### config.mk
export PLATFORM = sky130hd
export DESIGN_NAME = rs_top
export DESIGN_NICKNAME = d
export VERILOG_FILES = /design/src/verilog/rs_pkg.sv /design/src/verilog/issue_if.sv /design/src/verilog/alu_unit.sv /design/src/verilog/exec_ctrl.sv /design/src/verilog/latency_timer.sv /design/src/verilog/rs_array.sv /design/src/verilog/rs_entry.sv /design/src/verilog/rs_top.sv
export SDC_FILE = /design/constraint.sdc
export NUM_CORES = 2
export LEC_CHECK = 0
export BUFFER_PORTS_ARGS = -buffer_cell sky130_fd_sc_hd__buf_2
export CAP_MARGIN = 25
export CORE_MARGIN = 2
export CORE_UTILIZATION = 25
export DETAILED_ROUTE_END_ITERATION = 8
export GPL_TIMING_DRIVEN = 0
export PLACE_DENSITY = 0.44
export SYNTH_ARGS = -nofsm -noshare
export SYNTH_HDL_FRONTEND = slang
export SYNTH_SLANG_ARGS = --single-unit
### constraint.sdc
create_clock -name clock -period 18.85 [get_ports clock]
set_clock_uncertainty 0.15 [all_clocks]
set_input_delay 0.9425 -clock clock [delete_from_list [all_inputs] [get_ports clock]]
set_output_delay 0.9425 -clock clock [all_outputs]
set_load 0.1 [all_outputs]
### src/verilog/rs_pkg.sv
/*
 * Shared definitions for the issue slice
 * Data and tag widths, the opcode set, the result broadcast record
 * and the record that travels from dispatch into a station entry
 */
`default_nettype none

package rs_pkg;

	localparam int XLEN     = 32;                 // Data width
	localparam int PRF_SIZE = 32;                 // Physical registers
	localparam int TAG_W    = $clog2(PRF_SIZE);   // Physical register tag width

	// Opcodes handled by the single execution unit
	typedef enum logic [2:0] {
		ALU_ADD = 3'd0,
		ALU_SUB = 3'd1,
		ALU_AND = 3'd2,
		ALU_XOR = 3'd3,
		ALU_MUL = 3'd4                            // Multi-cycle, low half kept
	} alu_func_t;

	// Result broadcast bus
	typedef struct packed {
		logic             valid;                  // Broadcast this cycle
		logic [TAG_W-1:0] tag;                    // Producing dest tag
		logic [XLEN-1:0]  data;                   // Result value
	} cdb_t;

	// Dispatch record, one per instruction
	typedef struct packed {
		alu_func_t        func;
		logic [XLEN-1:0]  opa;                    // Value, or tag in low bits
		logic             opa_valid;              // High when opa holds a value
		logic [XLEN-1:0]  opb;                    // Value, or tag in low bits
		logic             opb_valid;              // High when opb holds a value
		logic [TAG_W-1:0] dest;                   // Dest physical register
	} rs_payload_t;

endpackage

`default_nettype wire

### src/verilog/issue_if.sv
/*
 * Issue channel
 * Carries one ready instruction from the station to the execution
 * controller; a transfer happens on an edge with valid and ready high
 */
`timescale 1ns/100ps
`default_nettype none

interface issue_if;
	import rs_pkg::*;

	logic             valid;                      // Station has a ready entry
	logic             ready;                      // Execution unit is idle
	alu_func_t        func;
	logic [XLEN-1:0]  opa;
	logic [XLEN-1:0]  opb;
	logic [TAG_W-1:0] dest;

	modport station (output valid, func, opa, opb, dest, input ready);
	modport exec (input valid, func, opa, opb, dest, output ready);

endinterface

`default_nettype wire

### src/verilog/alu_unit.sv
/*
 * ALU datapath
 * Combinational add, subtract, and, xor and low-half multiply
 */
`timescale 1ns/100ps
`default_nettype none

module alu_unit (
	input  rs_pkg::alu_func_t       func,
	input  logic [rs_pkg::XLEN-1:0] opa,
	input  logic [rs_pkg::XLEN-1:0] opb,
	output logic [rs_pkg::XLEN-1:0] result
);
	import rs_pkg::*;

	logic [2*XLEN-1:0] product;                   // Full width product

	assign product = opa * opb;

	always_comb
	begin
		case (func)
			ALU_ADD: result = opa + opb;
			ALU_SUB: result = opa - opb;
			ALU_AND: result = opa & opb;
			ALU_XOR: result = opa ^ opb;
			ALU_MUL: result = product[XLEN-1:0];  // Upper half dropped
			default: result = '0;
		endcase
	end

endmodule

`default_nettype wire

### src/verilog/exec_ctrl.sv
/*
 * Execution controller
 * Takes one issued instruction at a time, waits out its latency and
 * broadcasts the registered result on CDB 1 for a single cycle
 */
`timescale 1ns/100ps
`default_nettype none

module exec_ctrl #(
	parameter int MUL_CYCLES = 3                  // Multiply latency of one or more cycles
) (
	input  logic         clock,
	input  logic         reset,
	input  logic         flush,                   // Abandon the op in flight
	issue_if.exec        issue,
	output rs_pkg::cdb_t cdb1                     // Result broadcast
);
	import rs_pkg::*;

	typedef enum logic [1:0] {IDLE, EXEC, BCAST} state_t;

	state_t           state;
	state_t           state_next;
	logic             start;                      // Issue transfer this cycle
	logic             expired;                    // Latency done
	alu_func_t        func_q;
	logic [XLEN-1:0]  opa_q;
	logic [XLEN-1:0]  opb_q;
	logic [TAG_W-1:0] dest_q;
	logic [XLEN-1:0]  alu_result;
	logic [XLEN-1:0]  result_q;

	assign issue.ready = (state == IDLE);
	assign start       = issue.valid && issue.ready && !flush;

	////////////////////////////////////////////////////////////
	// FSM
	////////////////////////////////////////////////////////////

	always_comb
	begin
		state_next = state;
		case (state)
			IDLE:    if (start) state_next = EXEC;
			EXEC:    if (expired) state_next = BCAST;
			BCAST:   state_next = IDLE;           // One broadcast cycle
			default: state_next = IDLE;
		endcase
		if (flush)
			state_next = IDLE;                    // No broadcast after flush
	end

	always_ff @(posedge clock)
	begin
		if (reset)
			state <= IDLE;
		else
			state <= state_next;
	end

	always_ff @(posedge clock)
	begin
		if (start)
		begin
			func_q <= issue.func;                 // Operands latched on accept
			opa_q  <= issue.opa;
			opb_q  <= issue.opb;
			dest_q <= issue.dest;
		end
		if (state == EXEC && expired)
			result_q <= alu_result;
	end

	latency_timer #(.MUL_CYCLES(MUL_CYCLES)) timer_i (
		.clock   (clock),
		.reset   (reset),
		.start   (start),
		.long_op (issue.func == ALU_MUL),
		.expired (expired)
	);

	alu_unit alu_i (
		.func   (func_q),
		.opa    (opa_q),
		.opb    (opb_q),
		.result (alu_result)
	);

	assign cdb1.valid = (state == BCAST);
	assign cdb1.tag   = dest_q;
	assign cdb1.data  = result_q;

	// Broadcast lands a fixed number of cycles after the accept
	a_short_latency: assert property (@(posedge clock) disable iff (reset || flush)
		start && (issue.func != ALU_MUL) |-> ##2 cdb1.valid);
	a_mul_latency: assert property (@(posedge clock) disable iff (reset || flush)
		start && (issue.func == ALU_MUL) |-> ##(MUL_CYCLES + 1) cdb1.valid);

endmodule

`default_nettype wire

### src/verilog/latency_timer.sv
/*
 * Execution latency timer
 * Down-counter loaded on issue; expired marks the last execute cycle
 */
`timescale 1ns/100ps
`default_nettype none

module latency_timer #(
	parameter int MUL_CYCLES = 3
) (
	input  logic clock,
	input  logic reset,
	input  logic start,                           // Load a new count
	input  logic long_op,                         // Multiply latency
	output logic expired                          // Count at zero
);
	localparam int CNT_W = (MUL_CYCLES > 1) ? $clog2(MUL_CYCLES) : 1;

	logic [CNT_W-1:0] count;

	always_ff @(posedge clock)
	begin
		if (reset)
			count <= '0;
		else if (start)
			count <= long_op ? CNT_W'(MUL_CYCLES - 1) : '0;
		else if (count != '0)
			count <= count - 1'b1;                // Hold at zero
	end

	assign expired = (count == '0);

	a_no_underflow: assert property (@(posedge clock) disable iff (reset)
		!start && (count == '0) |=> (count == '0));

endmodule

`default_nettype wire

### src/verilog/rs_array.sv
/*
 * Reservation station array
 * Puts each accepted dispatch into the lowest free entry, picks the
 * lowest ready entry for issue and frees it when the execution
 * controller takes it
 */
`timescale 1ns/100ps
`default_nettype none

module rs_array #(
	parameter int RS_ENTRIES = 4                  // Number of entries
) (
	input  logic                clock,
	input  logic                reset,
	input  logic                flush,
	input  logic                dispatch_valid,
	input  rs_pkg::rs_payload_t dispatch_payload,
	output logic                dispatch_ready,   // Some entry is free
	input  rs_pkg::cdb_t        cdb1,
	input  rs_pkg::cdb_t        cdb2,
	issue_if.station            issue
);
	import rs_pkg::*;

	localparam int IDX_W = (RS_ENTRIES > 1) ? $clog2(RS_ENTRIES) : 1;

	logic [RS_ENTRIES-1:0] in_use;
	logic [RS_ENTRIES-1:0] ready;
	logic [RS_ENTRIES-1:0] load;                  // One-hot dispatch steering
	logic [RS_ENTRIES-1:0] grant;                 // One-hot issue release
	rs_payload_t           entry_data [RS_ENTRIES];
	logic [IDX_W-1:0]      free_idx;              // Lowest free entry
	logic [IDX_W-1:0]      sel_idx;               // Lowest ready entry

	////////////////////////////////////////////////////////////
	// Priority pickers
	////////////////////////////////////////////////////////////

	always_comb
	begin
		free_idx = '0;
		sel_idx  = '0;
		for (int i = RS_ENTRIES - 1; i >= 0; i--)
		begin
			if (!in_use[i])
				free_idx = IDX_W'(i);             // Last hit is the lowest index
			if (ready[i])
				sel_idx = IDX_W'(i);
		end
	end

	assign dispatch_ready = ~&in_use;             // From registered in_use only

	assign issue.valid = |ready;                  // Re-selected every cycle
	assign issue.func  = entry_data[sel_idx].func;
	assign issue.opa   = entry_data[sel_idx].opa;
	assign issue.opb   = entry_data[sel_idx].opb;
	assign issue.dest  = entry_data[sel_idx].dest;

	////////////////////////////////////////////////////////////
	// Entries
	////////////////////////////////////////////////////////////

	for (genvar g = 0; g < RS_ENTRIES; g++)
	begin : g_entry
		assign load[g]  = dispatch_valid && dispatch_ready && (free_idx == IDX_W'(g));
		assign grant[g] = issue.valid && issue.ready && (sel_idx == IDX_W'(g));

		rs_entry entry_i (
			.clock       (clock),
			.reset       (reset),
			.flush       (flush),
			.load        (load[g]),
			.load_data   (dispatch_payload),
			.cdb1        (cdb1),
			.cdb2        (cdb2),
			.issue_grant (grant[g]),
			.in_use      (in_use[g]),
			.ready       (ready[g]),
			.entry_data  (entry_data[g])
		);
	end

	a_load_onehot: assert property (@(posedge clock) disable iff (reset)
		$onehot0(load));
	a_grant_onehot: assert property (@(posedge clock) disable iff (reset)
		$onehot0(grant));

endmodule

`default_nettype wire

### src/verilog/rs_entry.sv
/*
 * Reservation station entry
 * Holds one dispatched instruction and watches both result buses
 * for operands still waiting on a tag, also in the cycle the entry
 * is loaded. Ready once both operands hold values. An issue grant
 * frees the slot, a flush frees it regardless of anything else.
 */
`timescale 1ns/100ps
`default_nettype none

module rs_entry (
	input  logic                clock,
	input  logic                reset,
	input  logic                flush,        // Drop the entry
	input  logic                load,         // Write load_data into the slot
	input  rs_pkg::rs_payload_t load_data,    // Incoming dispatch record
	input  rs_pkg::cdb_t        cdb1,         // Broadcast from own unit
	input  rs_pkg::cdb_t        cdb2,         // Broadcast from other unit
	input  logic                issue_grant,  // Entry sent to execution
	output logic                in_use,       // Slot occupied
	output logic                ready,        // Both operands are values
	output rs_pkg::rs_payload_t entry_data    // Stored record
);
	import rs_pkg::*;

	rs_payload_t base;                            // Record before wake-up
	rs_payload_t next_data;                       // Record after wake-up
	logic        snoop;                           // Entry live or being loaded
	logic        a_hit1;
	logic        a_hit2;
	logic        b_hit1;
	logic        b_hit2;

	////////////////////////////////////////////////////////////
	// Operand wake-up
	////////////////////////////////////////////////////////////

	assign base  = load ? load_data : entry_data;  // New record snoops too
	assign snoop = load | in_use;

	assign a_hit1 = snoop && !base.opa_valid && cdb1.valid
		&& (cdb1.tag == base.opa[TAG_W-1:0]);
	assign a_hit2 = snoop && !base.opa_valid && cdb2.valid
		&& (cdb2.tag == base.opa[TAG_W-1:0]);
	assign b_hit1 = snoop && !base.opb_valid && cdb1.valid
		&& (cdb1.tag == base.opb[TAG_W-1:0]);
	assign b_hit2 = snoop && !base.opb_valid && cdb2.valid
		&& (cdb2.tag == base.opb[TAG_W-1:0]);

	always_comb
	begin
		next_data = base;
		if (a_hit1)
		begin
			next_data.opa       = cdb1.data;      // Tag replaced by value
			next_data.opa_valid = 1'b1;
		end
		if (a_hit2)
		begin
			next_data.opa       = cdb2.data;
			next_data.opa_valid = 1'b1;
		end
		if (b_hit1)
		begin
			next_data.opb       = cdb1.data;
			next_data.opb_valid = 1'b1;
		end
		if (b_hit2)
		begin
			next_data.opb       = cdb2.data;
			next_data.opb_valid = 1'b1;
		end
	end

	////////////////////////////////////////////////////////////
	// Storage
	////////////////////////////////////////////////////////////

	always_ff @(posedge clock)
	begin
		entry_data <= next_data;                  // Payload, meaningful only in use
	end

	always_ff @(posedge clock)
	begin
		if (reset)
			in_use <= 1'b0;
		else if (flush)
			in_use <= 1'b0;                       // Flush beats load and grant
		else if (load)
			in_use <= 1'b1;
		else if (issue_grant)
			in_use <= 1'b0;                       // Freed on the transfer edge
	end

	assign ready = in_use && entry_data.opa_valid && entry_data.opb_valid;

	// The array must only steer a dispatch into a free slot
	a_load_free: assert property (@(posedge clock) disable iff (reset)
		load |-> !in_use);

endmodule

`default_nettype wire

### src/verilog/rs_top.sv
/*
 * Issue slice top level
 * Reservation station array feeding a single execution unit, with
 * a second result bus from outside and CDB 1 brought out as ports
 */
`timescale 1ns/100ps
`default_nettype none

module rs_top #(
	parameter int RS_ENTRIES = 4,                 // Station depth
	parameter int MUL_CYCLES = 3                  // Multiply latency
) (
	input  logic                      clock,
	input  logic                      reset,
	input  logic                      flush,             // Clear station and unit
	input  logic                      dispatch_valid,
	input  rs_pkg::rs_payload_t       dispatch_payload,
	output logic                      dispatch_ready,
	input  rs_pkg::cdb_t              cdb2_in,           // External broadcast
	output logic                      result_valid,      // CDB 1 out
	output logic [rs_pkg::TAG_W-1:0]  result_tag,
	output logic [rs_pkg::XLEN-1:0]   result_data
);
	import rs_pkg::*;

	cdb_t cdb1;                                   // Own unit broadcast

	issue_if issue_bus ();

	rs_array #(.RS_ENTRIES(RS_ENTRIES)) rs_array_i (
		.clock            (clock),
		.reset            (reset),
		.flush            (flush),
		.dispatch_valid   (dispatch_valid),
		.dispatch_payload (dispatch_payload),
		.dispatch_ready   (dispatch_ready),
		.cdb1             (cdb1),
		.cdb2             (cdb2_in),
		.issue            (issue_bus.station)
	);

	exec_ctrl #(.MUL_CYCLES(MUL_CYCLES)) exec_ctrl_i (
		.clock (clock),
		.reset (reset),
		.flush (flush),
		.issue (issue_bus.exec),
		.cdb1  (cdb1)
	);

	assign result_valid = cdb1.valid;
	assign result_tag   = cdb1.tag;
	assign result_data  = cdb1.data;

endmodule

`default_nettype wire
==> impl_summary.log <==
INFO  metric maxCapViolCount = 0
INFO  metric timing.critical_path.from_type = register
INFO  metric clockPowerShare = 23.5%
INFO  metric htree_num_levels = 2
INFO  metric switching_share = 41.38%
INFO  metric whs = 0.3644 ns
INFO  metric dr.first_iter.drc_count = 3273
INFO  metric die_w = 403.2 microns
INFO  metric coreArea = 158400 sq um
INFO  metric post-synth-top-area-cell = edfxtp_1
INFO  metric hold_path_startpoint = rs_array_i.g_entry[0].entry_i.entry_data[52]$_DFFE_PP_
INFO  metric clock_tree.root_cell = clkbuf_16
INFO  metric ctsHoldBuffers = 0
INFO  metric place_area = 43370 sq um
INFO  metric cp-startpoint = exec_ctrl_i.opb_q[7]$_DFFE_PP_
INFO  metric drive_above_1_share = 6.878%
INFO  metric number_of_resized_instances_in_the_post_cts_repair_step = 0
INFO  metric clk_transition_reported_paths = 0.07 ns
INFO  metric drt-wirelength-per-cell = 26.17 microns
INFO  metric grt_pass1_wl = 249.4 mm
INFO  metric slew_viol_final = 0
INFO  metric postCtsSetupBuffers = 0
INFO  metric grtUsageTotal = 21.13%
INFO  metric power.leakage = 18.15 nW
INFO  metric seq_power_share = 26.4%
INFO  metric synthTopCellsByArea = edfxtp_1 (27%), fa_1 (21%), nand2_1 (6.3%)
INFO  metric ir_worst_vdd = 109.7 uV
INFO  metric final_antenna_net_count = 0
INFO  metric cp_max_fo = 10
INFO  metric area_growth_syn_to_layout = 12.68%
INFO  metric most_frequently_used_cell_type_in_the_post_synthesis_netlist = nand2_1
INFO  metric tritoncts.num_buffers = 46
INFO  metric run_status = complete, no violations
INFO  metric io_pins = 155
INFO  metric combPwrFrac = 50.1%
INFO  metric dp_hpwl = 142.0 mm
INFO  metric synthesis.nets = 5070
INFO  metric seq_area_frac_synth = 29.35%
INFO  metric worst_setup_ep_type = register
INFO  metric synth-main-ff-cell = edfxtp_1
INFO  metric internal_power = 2.313 mW
INFO  metric required = 19.14 ns
INFO  metric tightest_slew = 1.097 ns
INFO  metric setup_ws = 8.799 ns
INFO  metric drc = 0
INFO  metric die_height = 403.2 microns
INFO  metric vias = 33554
INFO  metric cts_tree = done
INFO  metric floorplan.initialDensity = 25.15%
INFO  metric dr.pass1.iters = 6
INFO  metric asyncSetResetFlopFracSynth = 0%
INFO  metric layout_min_cycle_time = 10.05 ns
INFO  metric hold_violations = 0
INFO  metric number_of_synthesized_flops_with_an_enable_pin = 352
INFO  metric synthesis.instances = 4357
INFO  metric count_of_input_and_output_buffers = 117
INFO  metric relSlewSlack = 26.84%
INFO  metric r2r_start = exec_ctrl_i.opb_q[7]$_DFFE_PP_
INFO  metric clock_latency_on_the_worst_skew_pair = 0.61 ns
INFO  metric fin_tns_setup = 0 ns
INFO  metric first_global_vias = 34787
INFO  metric timing.fmax = 99.50 MHz
INFO  metric power.density_cell_area = 87.92 nW/um^2
INFO  metric gp_congestion = 0.9337
INFO  metric synth.lib_cells_used.distinct = 75
INFO  metric vias_per_cell = 5.040
INFO  metric routed_wl = 174.2 mm
INFO  metric most_common_library_cells_after_synthesis = nand2_1 (669), fa_1 (409), inv_1 (395)
INFO  metric floorplan.rows = 146
INFO  metric final_nets = 5255
INFO  metric pin_count_of_the_biggest_net_entering_global_routing = 34
INFO  metric pre_cts_ws = 8.976 ns
INFO  metric layout_worst_path_cycle_share = 53.32%
INFO  metric worstSetupPathType = register to register
INFO  metric antenna_violations_before_repair = 23
INFO  metric synthesis.area = 39840 sq um
INFO  metric finalSetupViolations = 0
INFO  metric finish.utilization = 28.34%
INFO  metric place_inst = 6566
INFO  metric rsz0062_at_grt = no
INFO  metric grt.overflow.total = 0
INFO  metric finish.instance_area = 44890 sq um
INFO  metric crit_arrival = 10.34 ns
INFO  metric ys_ff_latch = 408
INFO  metric type_of_the_worst_min_delay_path = register to register
INFO  metric clkSinkCount = 408
INFO  metric postSynthAreaPerCell = 9.143 sq um
INFO  metric synthesis.yosys.warnings = 0
INFO  metric die_area = 162600 sq um
INFO  metric clockBufferDepth = 3
INFO  metric power.switching = 1.633 mW
INFO  metric final_std_cells_w_o_fill = 6658
INFO  metric netlist.area_leader.share = 26.53%
INFO  metric timing.reg2reg.setup_slack = 8.80 ns
INFO  metric power = 3.947 mW
## state kept, by name (all words and copies together) (netlist names)
signal and count:
exec_ctrl_i.timer_i.count 2, exec_ctrl_i.opb_q 32, exec_ctrl_i.result_q 32, exec_ctrl_i.opa_q 32
exec_ctrl_i.dest_q 5, rs_array_i.g_entry.entry_i.in_use 4, rs_array_i.g_entry.entry_i.entry_data 296, exec_ctrl_i.state 2
exec_ctrl_i.func_q 3
## cell families after synthesis
kind of cell | count (synthesis) | synth area share, %
adders and majority gates | 597 | 26.46
AOI/OAI and AO/OA | 614 | 10.25
xor gates and xnor gates | 211 | 4.639
muxes | 83 | 2.092
DFF | 408 | 29.35
buffers and inverters | 761 | 7.566
and+or+nand+nor | 1683 | 19.65
## final cells by class
cell class	count	area, sq um
fillers	16930	113500
multi-input cells	3188	25170
flip-flops and latches	408	11690
well taps	2072	2592
plain buffers	363	1523
inverters	398	1494
clock buffers	66	1330
repair buffers	137	897.1
clock inverters	20	176.4
diodes	6	15.01
## layout by cell type, fill, tap and decap left out, types with 188 or more instances in the layout
master	Yosys	final
nor2_1	323	321
nand2_1	669	669
edfxtp_1	352	352
ha_1	188	188
inv_1	395	395
and2_1	299	299
clkbuf_1	240	251
fa_1	409	409
nand3_1	251	248
a31oi_1	223	223
## power groups by stage
stage / clock network, mW / registers, mW / logic, mW
after global placement: 0 / 1.06 / 1.95
after detailed placement: 0 / 1.06 / 1.94
after CTS: 0.940 / 1.04 / 1.97
after floorplan: 0 / 1.06 / 1.25
after global routing: 0.967 / 1.04 / 2.16
final: 0.927 / 1.04 / 1.98
## metal layers
metal	track usage [%]	vias up	part of all wire [%]
met1	27.93	16970	43
met5	0	-	0
met3	2.769	262	6.0
met2	35.65	1308	48
met4	6.801	0	3.4
li1	-	15014	-
## critical path, cell delays in order, from the launching register on
cell	delay, ns
edfxtp_1	0.53
clkbuf_1	0.74
clkbuf_1	0.75
and2_1	0.25
fa_1	0.45
fa_1	0.54
fa_1	0.53
inv_1	0.05
fa_1	0.47
inv_1	0.05
fa_1	0.48
fa_1	0.54
fa_1	0.57
fa_1	0.47
ha_1	0.31
clkbuf_1	0.22
a21o_1	0.22
a21o_1	0.19
a211oi_1	0.24
o21ai_0	0.12
nor3_1	0.81
o21ai_0	0.39
a2111oi_0	0.62
a211oi_1	0.08
o21ai_0	0.10
## path summary, 6_finish.rpt
| path | endpoint | cells past startpoint |
|---|---|---|
| max reg2reg | exec_ctrl_i.result_q[30]$_DFFE_PP_ | 24 |
| min reg2reg | exec_ctrl_i.opa_q[13]$_DFFE_PP_ | 2 |
| min | exec_ctrl_i.opa_q[13]$_DFFE_PP_ | 2 |
| max | exec_ctrl_i.result_q[30]$_DFFE_PP_ | 24 |
(Power assumes the default switching activity.)
